`src/logic/mem_pkg.sv`:
```
`default_nettype none

package mem_pkg;

	typedef logic [15:0] word_t; // one instruction or data word.
	typedef logic [15:0] addr_t; // word address.
	typedef logic [63:0] line_t; // four words, word 0 in the low bits.
	typedef logic [13:0] line_addr_t; // word address without the offset bits.
	typedef logic [7:0] tag_t;
	typedef logic [5:0] index_t;

	localparam int CACHE_SETS = 64;
	localparam int WORDS_PER_LINE = 4;
	localparam int MEM_LATENCY = 4; // accepted request to ready pulse.

	// lookup result of one cache.
	typedef struct packed {
		logic hit;
		logic dirty;
		tag_t tag;
		line_t line;
	} cache_status_t;

	typedef struct packed {
		logic we;
		logic wdirty;
		line_t line;
	} cache_write_t;

	typedef struct packed {
		logic re;
		logic we;
		line_addr_t line_addr;
		line_t wdata;
	} mem_req_t;

	typedef enum logic [1:0] {ST_IDLE, ST_WRITEBACK, ST_ALLOCATE, ST_FILL} ctrl_state_t;

endpackage

`default_nettype wire

```
`src/logic/cache.sv`:
```
`timescale 1ns/1ns
`default_nettype none

module cache (
	input wire logic clk,
	input wire logic i_rst,
	input wire mem_pkg::line_addr_t i_line_addr,
	input wire mem_pkg::cache_write_t i_write,
	output mem_pkg::cache_status_t o_status
);
	import mem_pkg::*;

	tag_t tags [CACHE_SETS];
	line_t lines [CACHE_SETS];
	logic [CACHE_SETS-1:0] valid;
	logic [CACHE_SETS-1:0] dirty;

	tag_t tag;
	index_t index;
	logic entry_valid;

	// split the line address into tag and set index.
	assign index = i_line_addr[$bits(index_t)-1:0];
	assign tag = i_line_addr[$bits(line_addr_t)-1 -: $bits(tag_t)];

	assign entry_valid = valid[index];

	// lookup is purely combinational.
	always_comb begin
		o_status.hit = entry_valid && (tags[index] == tag);
		o_status.dirty = entry_valid && dirty[index]; // only a valid line can be dirty.
		o_status.tag = tags[index];
		o_status.line = lines[index];
	end

	// valid and dirty bits.
	always_ff @(posedge clk) begin
		if (i_rst) begin
			valid <= '0;
			dirty <= '0;
		end else if (i_write.we) begin
			valid[index] <= 1'b1;
			dirty[index] <= i_write.wdirty; // fill writes clean, store merge writes dirty.
		end
	end

	// tag and line storage.
	always_ff @(posedge clk) begin
		if (i_write.we) begin
			tags[index] <= tag; // the entry takes the tag of the current address.
			lines[index] <= i_write.line;
		end
	end

endmodule

`default_nettype wire

```
`config.mk`:
```
export PLATFORM = sky130hd
export DESIGN_NAME = cache
export DESIGN_NICKNAME = d
export VERILOG_FILES = /design/src/logic/mem_pkg.sv /design/src/logic/cache.sv
export SDC_FILE = /design/constraint.sdc
export NUM_CORES = 2
export LEC_CHECK = 0
export CAP_MARGIN = 10
export CORE_ASPECT_RATIO = 0.5
export CORE_UTILIZATION = 30
export DETAILED_ROUTE_END_ITERATION = 10
export DONT_BUFFER_PORTS = 1
export MAX_ROUTING_LAYER = met4
export RECOVER_POWER = 50
export SLEW_MARGIN = 40
export SYNTH_ARGS = -nofsm -noshare
export SYNTH_HDL_FRONTEND = slang
export SYNTH_MEMORY_MAX_BITS = 65536
export SYNTH_SLANG_ARGS = --single-unit
```
`constraint.sdc`:
```
create_clock -name clk -period 5.4 [get_ports clk]
set_clock_uncertainty 0.05 [all_clocks]
set_input_delay 0.54 -clock clk [delete_from_list [all_inputs] [get_ports clk]]
set_output_delay 0.54 -clock clk [all_outputs]
set_load 0.01 [all_outputs]
```
==> results.cfg <==
[yosys]
synth_top_area_share_pct = 76.8
yosys_warnings = 0
syn_nets = 7923
ys_seq_area_share_pct = 78.2
synth.area.top_cells = edfxtp_1 (77%), mux4_2 (14%), mux2i_1 (3.3%)
netlist-cell-type-count = 54
synth_edf_count = 4608
synthAdderAreaFrac_pct = 0
synth_simple_gate_area_share_pct = 1.09
syn_area_per_cell_sq_um = 23.0
synth_top_family_by_area = multiplexers
synth_xor_area_share_pct = 0.0389
synth-compound-area-share_pct = 1.64
synth_seq_cells = 4736
yosysTopAreaCell = edfxtp_1
async_flop_share_pct = 0
syn_inst = 7841
syn_area_sq_um = 180000
ys.flop_type = edfxtp_1
muxShareOfSynthArea_pct = 17.7

[floorplanning]
core_region_area_sq_um = 596000
dieArea_sq_um = 604000
die_h_um = 550
num_io_pins = 156
start_util_pct = 30.2
die_w_um = 1100
rows = 200

[placement]
place_congestion = 0.753
dp.cells = 15800
io_buffers = 0
place_ws_ps = -779
hpwlAfterDp_um = 264000
place_area_sq_um = 194000

[setup_path]
cp_top_family = buffers and inverters
crit_type = input port to output port
crit_buf_inv = 8
required_ps = 4810
cp_cell_sequence = buf_16 -> buf_16 -> buf_16 -> buf_16 -> buf_16 -> buf_16 -> buf_16 -> mux4_2 -> mux2i_1 -> o22ai_1 -> or4_1 -> buf_4
crit_fanout = 46
crit_arrival_ps = 4550
max_stage_delay_ps = 670
start_kind = input port
slowest_stage = or4_1
worstSetupEndpointType = output port
crit_path_frequent_cell = buf_16

[final_layout]
instances_no_fill = 16800
nets = 8496
drive_above_1_share_pct = 25.7
stdcell_area_sq_um = 210000
fillCellCount = 54400
final_common_cell = edfxtp_1
regArea_sq_um = 141000
multi_input_area_sq_um = 37400
most-common-layout-cells = edfxtp_1 (4608), mux4_2 (1155), mux2i_1 (593)
area_growth_pct = 16.4

[route]
route.vias.total = 91800
drc = 0
viasPerCell = 5.47
firstDrtPassIters = 6
wire_per_inst_um = 32.6
drtIter0Drc = 13600
wirelength_um = 548000
ant_nets = 0

[timing]
slew_headroom_pct = -118
drv_slew = 4884
layout_setup_ws_ps = 264
clock.fmax_mhz = 195
tightest_slew_ps = 3270
rsz0062_at_grt = false
setup_viol = 0
finalHoldViolations = 0
fin_crit_ps = 5140
period_share_pct = 95.1

[grt]
antenna_found_initial = 11
track_usage_pct = 18.0
grt_pass1_vias = 89700
grt-ovfl-total = 0
grt_max_degree = 129
grt_pass1_wl_um = 744000

[power_and_ir_drop]
p_per_area_nw_per_um2 = 362
ir_worst_vdd_v = 0.000282
p_leak_nw = 65.2

[clock_network]
worstSkewPairLatency_ps = 960
cts.sinks = 4736
clkTransAtPathRegs_ps = 70
cts_setup_buffers = 0
cts_buffers = 461
clockBufferDepth = 4
cts_root_buf = clkbuf_16
htreeDepth = 5
cts_tree = built
cts_resized = 0

[hold_path]
hold_class = input port to flip-flop

[job]
cap_violations = 84

[outcome]
violations = capacitance limit, slew limit
status = finished with violations
cells in the mapped netlist, types with 40 or more instances:
| master | n |
|---|---|
| or4_1 | 64 |
| clkbuf_1 | 138 |
| mux2i_1 | 593 |
| buf_6 | 40 |
| edfxtp_1 | 4608 |
| o22ai_1 | 269 |
| buf_1 | 79 |
| buf_4 | 40 |
| buf_2 | 150 |
| dfxtp_1 | 128 |
| nand2_1 | 76 |
| mux4_2 | 1155 |
| a21oi_1 | 83 |
| o21ai_0 | 70 |
| nor2_1 | 199 |
worst paths after layout:
| kind | start | to | slack (ps) | depth (start not counted) |
|---|---|---|---|---|
| max | i_line_addr[0] | o_status[8] | 260 | 12 |
| min reg2reg | valid[63]$_SDFFE_PP0P_ | valid[63]$_SDFFE_PP0P_ | 420 | 2 |
| max reg2reg | dirty[14]$_SDFFE_PP0P_ | dirty[14]$_SDFFE_PP0P_ | 4110 | 3 |
| min | i_write[65] | dirty[13]$_SDFFE_PP0P_ | 130 | 4 |
area by class of cell:
type | count | share of cell area [%]
repair buffers | 558 | 3.23
diodes | 4 | 0.00477
multi-input cells | 2654 | 17.8
flip-flops and latches | 4736 | 67.2
inverters | 3 | 0.0113
well taps | 7979 | 4.76
clock inverters | 291 | 1.22
clock buffers | 563 | 5.75
cells by family (layout without fill, tap and decap cells):
kind of cell              Yosys count  after routing
AOI/OAI and AO/OA                 486            486
xor gates and xnor gates            8              8
buffers and inverters             451           1415
DFF                              4736           4736
muxes                            1749           1749
other                               0              4
and+or+nand+nor                   411            411
timing repair:
item | in CTS | in global routing
gates cloned | 7 | 6
hold endpoints to repair | 4736 | 0
setup endpoints to repair | 22 | 21
hold buffers | 152 | 0
where the power goes:
group          switching (mW)  internal [mW]
sequential             0.0538           40.6
clock                    13.8           17.8
combinational            2.20           1.40
total                    16.1           59.8
worst register-to-register path, cell delays in order (launching register included):
cell	delay, ps
dfxtp_1	320
o21ai_0	80
a21oi_1	220
dlygate4sd3_1	570
per-stage QoR:
step	hold slack, ps	TNS, ps	util, %	power, mW
floorplan	385	-341420	-	43.4
global placement	393	-12150	32.4	44.3
detailed placement	405	-9310	32.5	44.4
CTS	66.2	0	35.4	76.2
global route	152	0	35.2	77.7
finish	130	0	35.2	75.9
flip-flops by register name, summed over array words and instances, names as in the netlist:
signal / count
dirty: 64
tags: 512
lines: 4096
valid: 64
routing by layer:
layer	vias to the layer above	track usage [%]	part of all wire, %
met5	-	-	0
met4	0	5.84	3.8
met3	1064	2.52	9.7
met2	5497	28.5	47
met1	50600	24.2	39
li1	34600	-	-
No activity file was read; power rests on OpenSTA's default activity.
