[src/logic/mem_pkg.sv]
`default_nettype none

package mem_pkg;

	typedef logic [15:0] word_t; // one instruction or data word.
	typedef logic [15:0] addr_t; // word address.
	typedef logic [63:0] line_t; // four words, word 0 in the low bits.
	typedef logic [13:0] line_addr_t; // word address without the offset bits.
	typedef logic [7:0] tag_t;
	typedef logic [5:0] index_t;

	localparam int CACHE_SETS = 64;
	localparam int WORDS_PER_LINE = 4;
	localparam int MEM_LATENCY = 4; // accepted request to ready pulse.

	// lookup result of one cache.
	typedef struct packed {
		logic hit;
		logic dirty;
		tag_t tag;
		line_t line;
	} cache_status_t;

	typedef struct packed {
		logic we;
		logic wdirty;
		line_t line;
	} cache_write_t;

	typedef struct packed {
		logic re;
		logic we;
		line_addr_t line_addr;
		line_t wdata;
	} mem_req_t;

	typedef enum logic [1:0] {ST_IDLE, ST_WRITEBACK, ST_ALLOCATE, ST_FILL} ctrl_state_t;

endpackage

`default_nettype wire

[src/logic/cache_controller.sv]
`timescale 1ns/1ns
`default_nettype none

module cache_controller (
	input wire logic clk,
	input wire logic i_rst,
	input wire logic i_fetch,
	input wire logic i_load,
	input wire logic i_store,
	input wire mem_pkg::addr_t i_fetch_addr,
	input wire mem_pkg::addr_t i_data_addr,
	input wire mem_pkg::word_t i_store_data,
	input wire mem_pkg::cache_status_t i_istat,
	input wire mem_pkg::cache_status_t i_dstat,
	input wire mem_pkg::line_t i_mem_line,
	input wire logic i_mem_rdy,
	output mem_pkg::cache_write_t o_iwrite,
	output mem_pkg::cache_write_t o_dwrite,
	output mem_pkg::mem_req_t o_mem_req,
	output logic o_stall
);
	import mem_pkg::*;

	ctrl_state_t state;
	ctrl_state_t state_next;

	line_addr_t i_line;
	line_addr_t d_line;
	index_t d_index;
	logic [$clog2(WORDS_PER_LINE)-1:0] d_offset;

	logic i_miss;
	logic d_miss;
	logic wb_start; // dirty data victim goes out first.
	logic rd_start; // line read straight from idle.
	logic store_hit;
	line_t merged;

	logic miss_data; // the miss being served belongs to the data side.
	line_addr_t miss_line;
	logic rd_pending; // read still to issue after a writeback.
	line_t fill_line;

	assign i_line = i_fetch_addr[$bits(addr_t)-1 -: $bits(line_addr_t)];
	assign d_line = i_data_addr[$bits(addr_t)-1 -: $bits(line_addr_t)];
	assign d_index = d_line[$bits(index_t)-1:0];
	assign d_offset = i_data_addr[$clog2(WORDS_PER_LINE)-1:0];

	assign i_miss = i_fetch && !i_istat.hit;
	assign d_miss = (i_load || i_store) && !i_dstat.hit;

	// instruction side always wins when both miss.
	assign wb_start = (state == ST_IDLE) && !i_miss && d_miss && i_dstat.dirty;
	assign rd_start = (state == ST_IDLE) && (i_miss || d_miss) && !wb_start;

	// a store only commits in the cycle where it completes.
	assign store_hit = (state == ST_IDLE) && i_store && i_dstat.hit && !i_miss;

	assign o_stall = (state != ST_IDLE) || i_miss || d_miss;

	// replace the addressed word of the hit line.
	always_comb begin
		merged = i_dstat.line;
		for (int w = 0; w < WORDS_PER_LINE; w++) begin
			if (d_offset == w)
				merged[w*$bits(word_t) +: $bits(word_t)] = i_store_data;
		end
	end

	always_comb begin
		state_next = state;
		case (state)
			ST_IDLE: begin
				if (wb_start)
					state_next = ST_WRITEBACK;
				else if (rd_start)
					state_next = ST_ALLOCATE;
			end
			ST_WRITEBACK: begin
				if (i_mem_rdy)
					state_next = ST_ALLOCATE;
			end
			ST_ALLOCATE: begin
				if (i_mem_rdy)
					state_next = ST_FILL;
			end
			ST_FILL: state_next = ST_IDLE; // retried access hits next cycle.
			default: state_next = ST_IDLE;
		endcase
	end

	always_ff @(posedge clk) begin
		if (i_rst) begin
			state <= ST_IDLE;
			miss_data <= 1'b0;
			rd_pending <= 1'b0;
		end else begin
			state <= state_next;
			rd_pending <= (state == ST_WRITEBACK) && i_mem_rdy;
			if (wb_start || rd_start)
				miss_data <= !i_miss;
		end
	end

	always_ff @(posedge clk) begin
		if (wb_start || rd_start)
			miss_line <= i_miss ? i_line : d_line;
		if ((state == ST_ALLOCATE) && i_mem_rdy)
			fill_line <= i_mem_line; // read data is only valid with ready.
	end

	// memory strobes are single cycle.
	always_comb begin
		o_mem_req = '0;
		if (wb_start) begin
			o_mem_req.we = 1'b1;
			o_mem_req.line_addr = {i_dstat.tag, d_index}; // victim address.
			o_mem_req.wdata = i_dstat.line;
		end else if (rd_start) begin
			o_mem_req.re = 1'b1;
			o_mem_req.line_addr = i_miss ? i_line : d_line;
		end else if ((state == ST_ALLOCATE) && rd_pending) begin
			o_mem_req.re = 1'b1;
			o_mem_req.line_addr = miss_line;
		end
	end

	always_comb begin
		o_iwrite.we = (state == ST_FILL) && !miss_data;
		o_iwrite.wdirty = 1'b0; // instruction lines are never dirty.
		o_iwrite.line = fill_line;
	end

	always_comb begin
		o_dwrite.we = 1'b0;
		o_dwrite.wdirty = 1'b0;
		o_dwrite.line = merged;
		if ((state == ST_FILL) && miss_data) begin
			o_dwrite.we = 1'b1;
			o_dwrite.line = fill_line; // refill comes in clean.
		end else if (store_hit) begin
			o_dwrite.we = 1'b1;
			o_dwrite.wdirty = 1'b1;
		end
	end

endmodule

`default_nettype wire

[config.mk]
export PLATFORM = sky130hd
export DESIGN_NAME = cache_controller
export DESIGN_NICKNAME = d
export VERILOG_FILES = /design/src/logic/mem_pkg.sv /design/src/logic/cache_controller.sv
export SDC_FILE = /design/constraint.sdc
export NUM_CORES = 1
export LEC_CHECK = 0
export BUFFER_PORTS_ARGS = -buffer_cell sky130_fd_sc_hd__buf_2
export CORE_AREA = 2 2 185 187
export DETAILED_ROUTE_END_ITERATION = 10
export DIE_AREA = 0 0 187 189
export SLEW_MARGIN = 15
export SYNTH_ARGS = -nofsm -noshare
export SYNTH_HDL_FRONTEND = slang
export SYNTH_SLANG_ARGS = --single-unit
[constraint.sdc]
create_clock -name clk -period 3.8 [get_ports clk]
set_input_delay 0.19 -clock clk [delete_from_list [all_inputs] [get_ports clk]]
set_output_delay 0.19 -clock clk [all_outputs]
set_load 0.02 [all_outputs]
==> metrics <==
worst reg2reg path startpoint state[0]$_SDFFE_PP0P_; CTS Root Cell clkbuf_16; via count 5445; path depth of the worst reg2reg path 3; Avg Cell Area, Syn 10.4 µm²; CP Launch Type flip-flop; Yosys warnings 0; Clock Path Buffers 2; CTS tree done; DRC Markers 0; Final Hold Fails 0; Pre-antenna DRT Iters 6; final period utilization 72.9%; Buf/Inv on CP 4; pwr dens 424 mW/mm²; Core Box Area 0.0333 mm²; largest net degree at the start of global routing 69; Main synth FF type edfxtp_1; crit path capture type output pin; metal3 WL 1.72 mm; Critical Path, Cell by Cell inv_1 > ha_1 > nand4_2 > clkinv_2 > buf_4 > and2_1 > buf_2; share of layout cells above drive strength 1 48.4%; DP HPWL 19.8 mm; Total Nets Final 1201; Tightest Pin Transition 973 ps; vias per cell 3.93; CP delay by family, top buffers and inverters; Maximum Capacitance Violations 0; Clock transition at path regs 70 ps; initial core utilization 15.2%; # setup viols final 0; Die Y 189 µm; number of global-route vias before repair 5276; Setup Buffers After CTS 0; unrepaired setup endpoints after global routing no; setup tns final 0 ps; commonest cells after routing, fill and taps aside 402 x buf_2, 93 x nand2_1, 78 x edfxtp_1; Pwr Total 0.00353 W; Synth area leaders edfxtp_1 46%, mux2i_1 14%, and2_1 8.3%; clock latency at the later pin of the worst-skew pair 370 ps; uppermost layer routed met4; placed cell area 0.00746 mm²; cell count along the critical path 7; minimum clock period 2770 ps; Num CTS Buffers 9; status complete, no violations; filler instances 3616; Row Count 67; post-CTS sizing 0; most common cell after layout, fill and taps aside buf_2; Antenna Nets Post-Route 0; Area Overhead vs Synth 65.1%; number of port buffers 402; Worst slew margin 35.2%; Yosys top cell area share 46.4%; post-DR wirelength/cell 18.5 µm; async set-reset flop share out of synthesis 0%; met1 WL 10.0 mm; r2r setup slk 1650 ps; Largest stage delay, worst path 420 ps; CP max stage cell buf_4; grt total ovfl 0; sequential area share after synthesis 48.0%; Num Clock Sinks 82; count of flip-flops with a built-in enable after synthesis 78; Total GRT Usage 14.1%; FF-to-FF End fill_line[20]$_DFFE_PP_; die width 187 µm; Yosys cell types 43; Yosys top cell by area edfxtp_1; final wirelength 25.6 mm; worst setup path startpoint state[0]$_SDFFE_PP0P_; Post-Syn Nets 758; Peak Freq 361 MHz; H-tree levels 3; final instance area 0.00833 mm²; Max FO, Critical Path 44; full die area 0.0353 mm²; worst path arrival time 2580 ps; Synth Register Bits 82; Setup Crit Path Kind reg -> out; initial antenna violation count 1; Hold/Removal Path Class in -> reg; GPL Wtd Cong 0.850; Critical Path Sink o_mem_req[43]; Max Slew Vio Count 0; skew final 7.01 ps; leakage 3.93 nW; Peak VDD IR 0.000190 V; data required time at the worst endpoint 3610 ps; WL met2 13.3 mm; drt first-iter violations 285; Post-Synthesis Cells 487; first-pass GRT wire length 35.4 mm; synthesized area 0.00505 mm²; Boundary Pins 479
## per-layer routing
metal,global-route usage [%],vias to the layer above
met4,5.22,0
met3,2.91,24
li1,-,2597
met5,0,-
met1,16.7,2590
met2,25.2,234
## what timing repair did
item / 4_1_cts / 5_1_grt
hold endpoints to repair: 59 / 0
hold buffers: 59 / 0
setup endpoints to repair: 0 / 0
## Yosys cell counts (all sizes together) (2+ instances only)
master,number
a21o,6
a21oi,2
and2,67
and3,14
buf,19
clkbuf,16
dfxtp,4
edfxtp,78
ha,5
inv,4
mux2,8
mux2i,72
nand2,94
nand2b,3
nand4,2
nor2,4
nor2b,3
o21ai,73
o21ba,2
## kinds of logic after synthesis
| group | count (synthesis) | share of synthesized area (%) |
|---|---|---|
| AO/OA/AOI/OAI | 89 | 10.6 |
| flip-flops | 82 | 48.0 |
| multiplexers | 80 | 16.1 |
| AND/OR/NAND/NOR | 190 | 19.1 |
| buffers and inverters | 40 | 4.91 |
| adder cells (fa/ha/maj) | 5 | 1.24 |
| other | 1 | 0.0743 |
## report_power, final
part / internal [W] / total, W / switching (W)
combinational: 0.000484 / 0.00139 / 0.000910
clock: 0.000459 / 0.000862 / 0.000403
sequential: 0.00120 / 0.00128 / 0.0000760
total: 0.00214 / 0.00353 / 0.00139
## sequential cells by signal (all words and copies together), names as in the netlist
| signal | flops |
|---|---|
| miss_line | 14 |
| rd_pending | 1 |
| fill_line | 64 |
| miss_data | 1 |
| state | 2 |
## final cells by class
cell class	count	area [µm²]	share of cell area (%)
Timing Repair Buffer	467	2660	31.9
Sequential cell	82	2420	29.1
Multi-Input combinational cell	365	2390	28.6
Tap cell	448	561	6.73
Clock buffer	10	239	2.87
Clock inverter	6	42.5	0.510
Inverter	5	20.0	0.240
Antenna cell	1	2.50	0.0300
## how the worst min path moves through the flow
stage | from | end | slack [ps] | cells past startpoint
2_1_floorplan | i_rst | state[1]$_SDFFE_PP0P_ | 260 | 1
5_1_grt | i_mem_line[57] | fill_line[57]$_DFFE_PP_ | 9 | 1
4_1_cts | i_mem_line[57] | fill_line[57]$_DFFE_PP_ | 4 | 1
6_report | i_mem_line[57] | fill_line[57]$_DFFE_PP_ | 30 | 1
3_3_place_gp | i_mem_line[10] | fill_line[10]$_DFFE_PP_ | 370 | 1
3_5_place_dp | i_mem_line[14] | fill_line[14]$_DFFE_PP_ | 370 | 1
## through the flow
step	hold slack (ps)	setup slack (ps)	util, %	cells
floorplan	259	1040	-	487
global placement	367	1480	22.4	1308
detailed placement	368	1440	22.4	1308
CTS	3.91	1020	25.0	1383
global route	8.60	801	25.0	1384
finish	28.1	1030	25.0	1384
No activity file was read; power rests on OpenSTA's default activity.
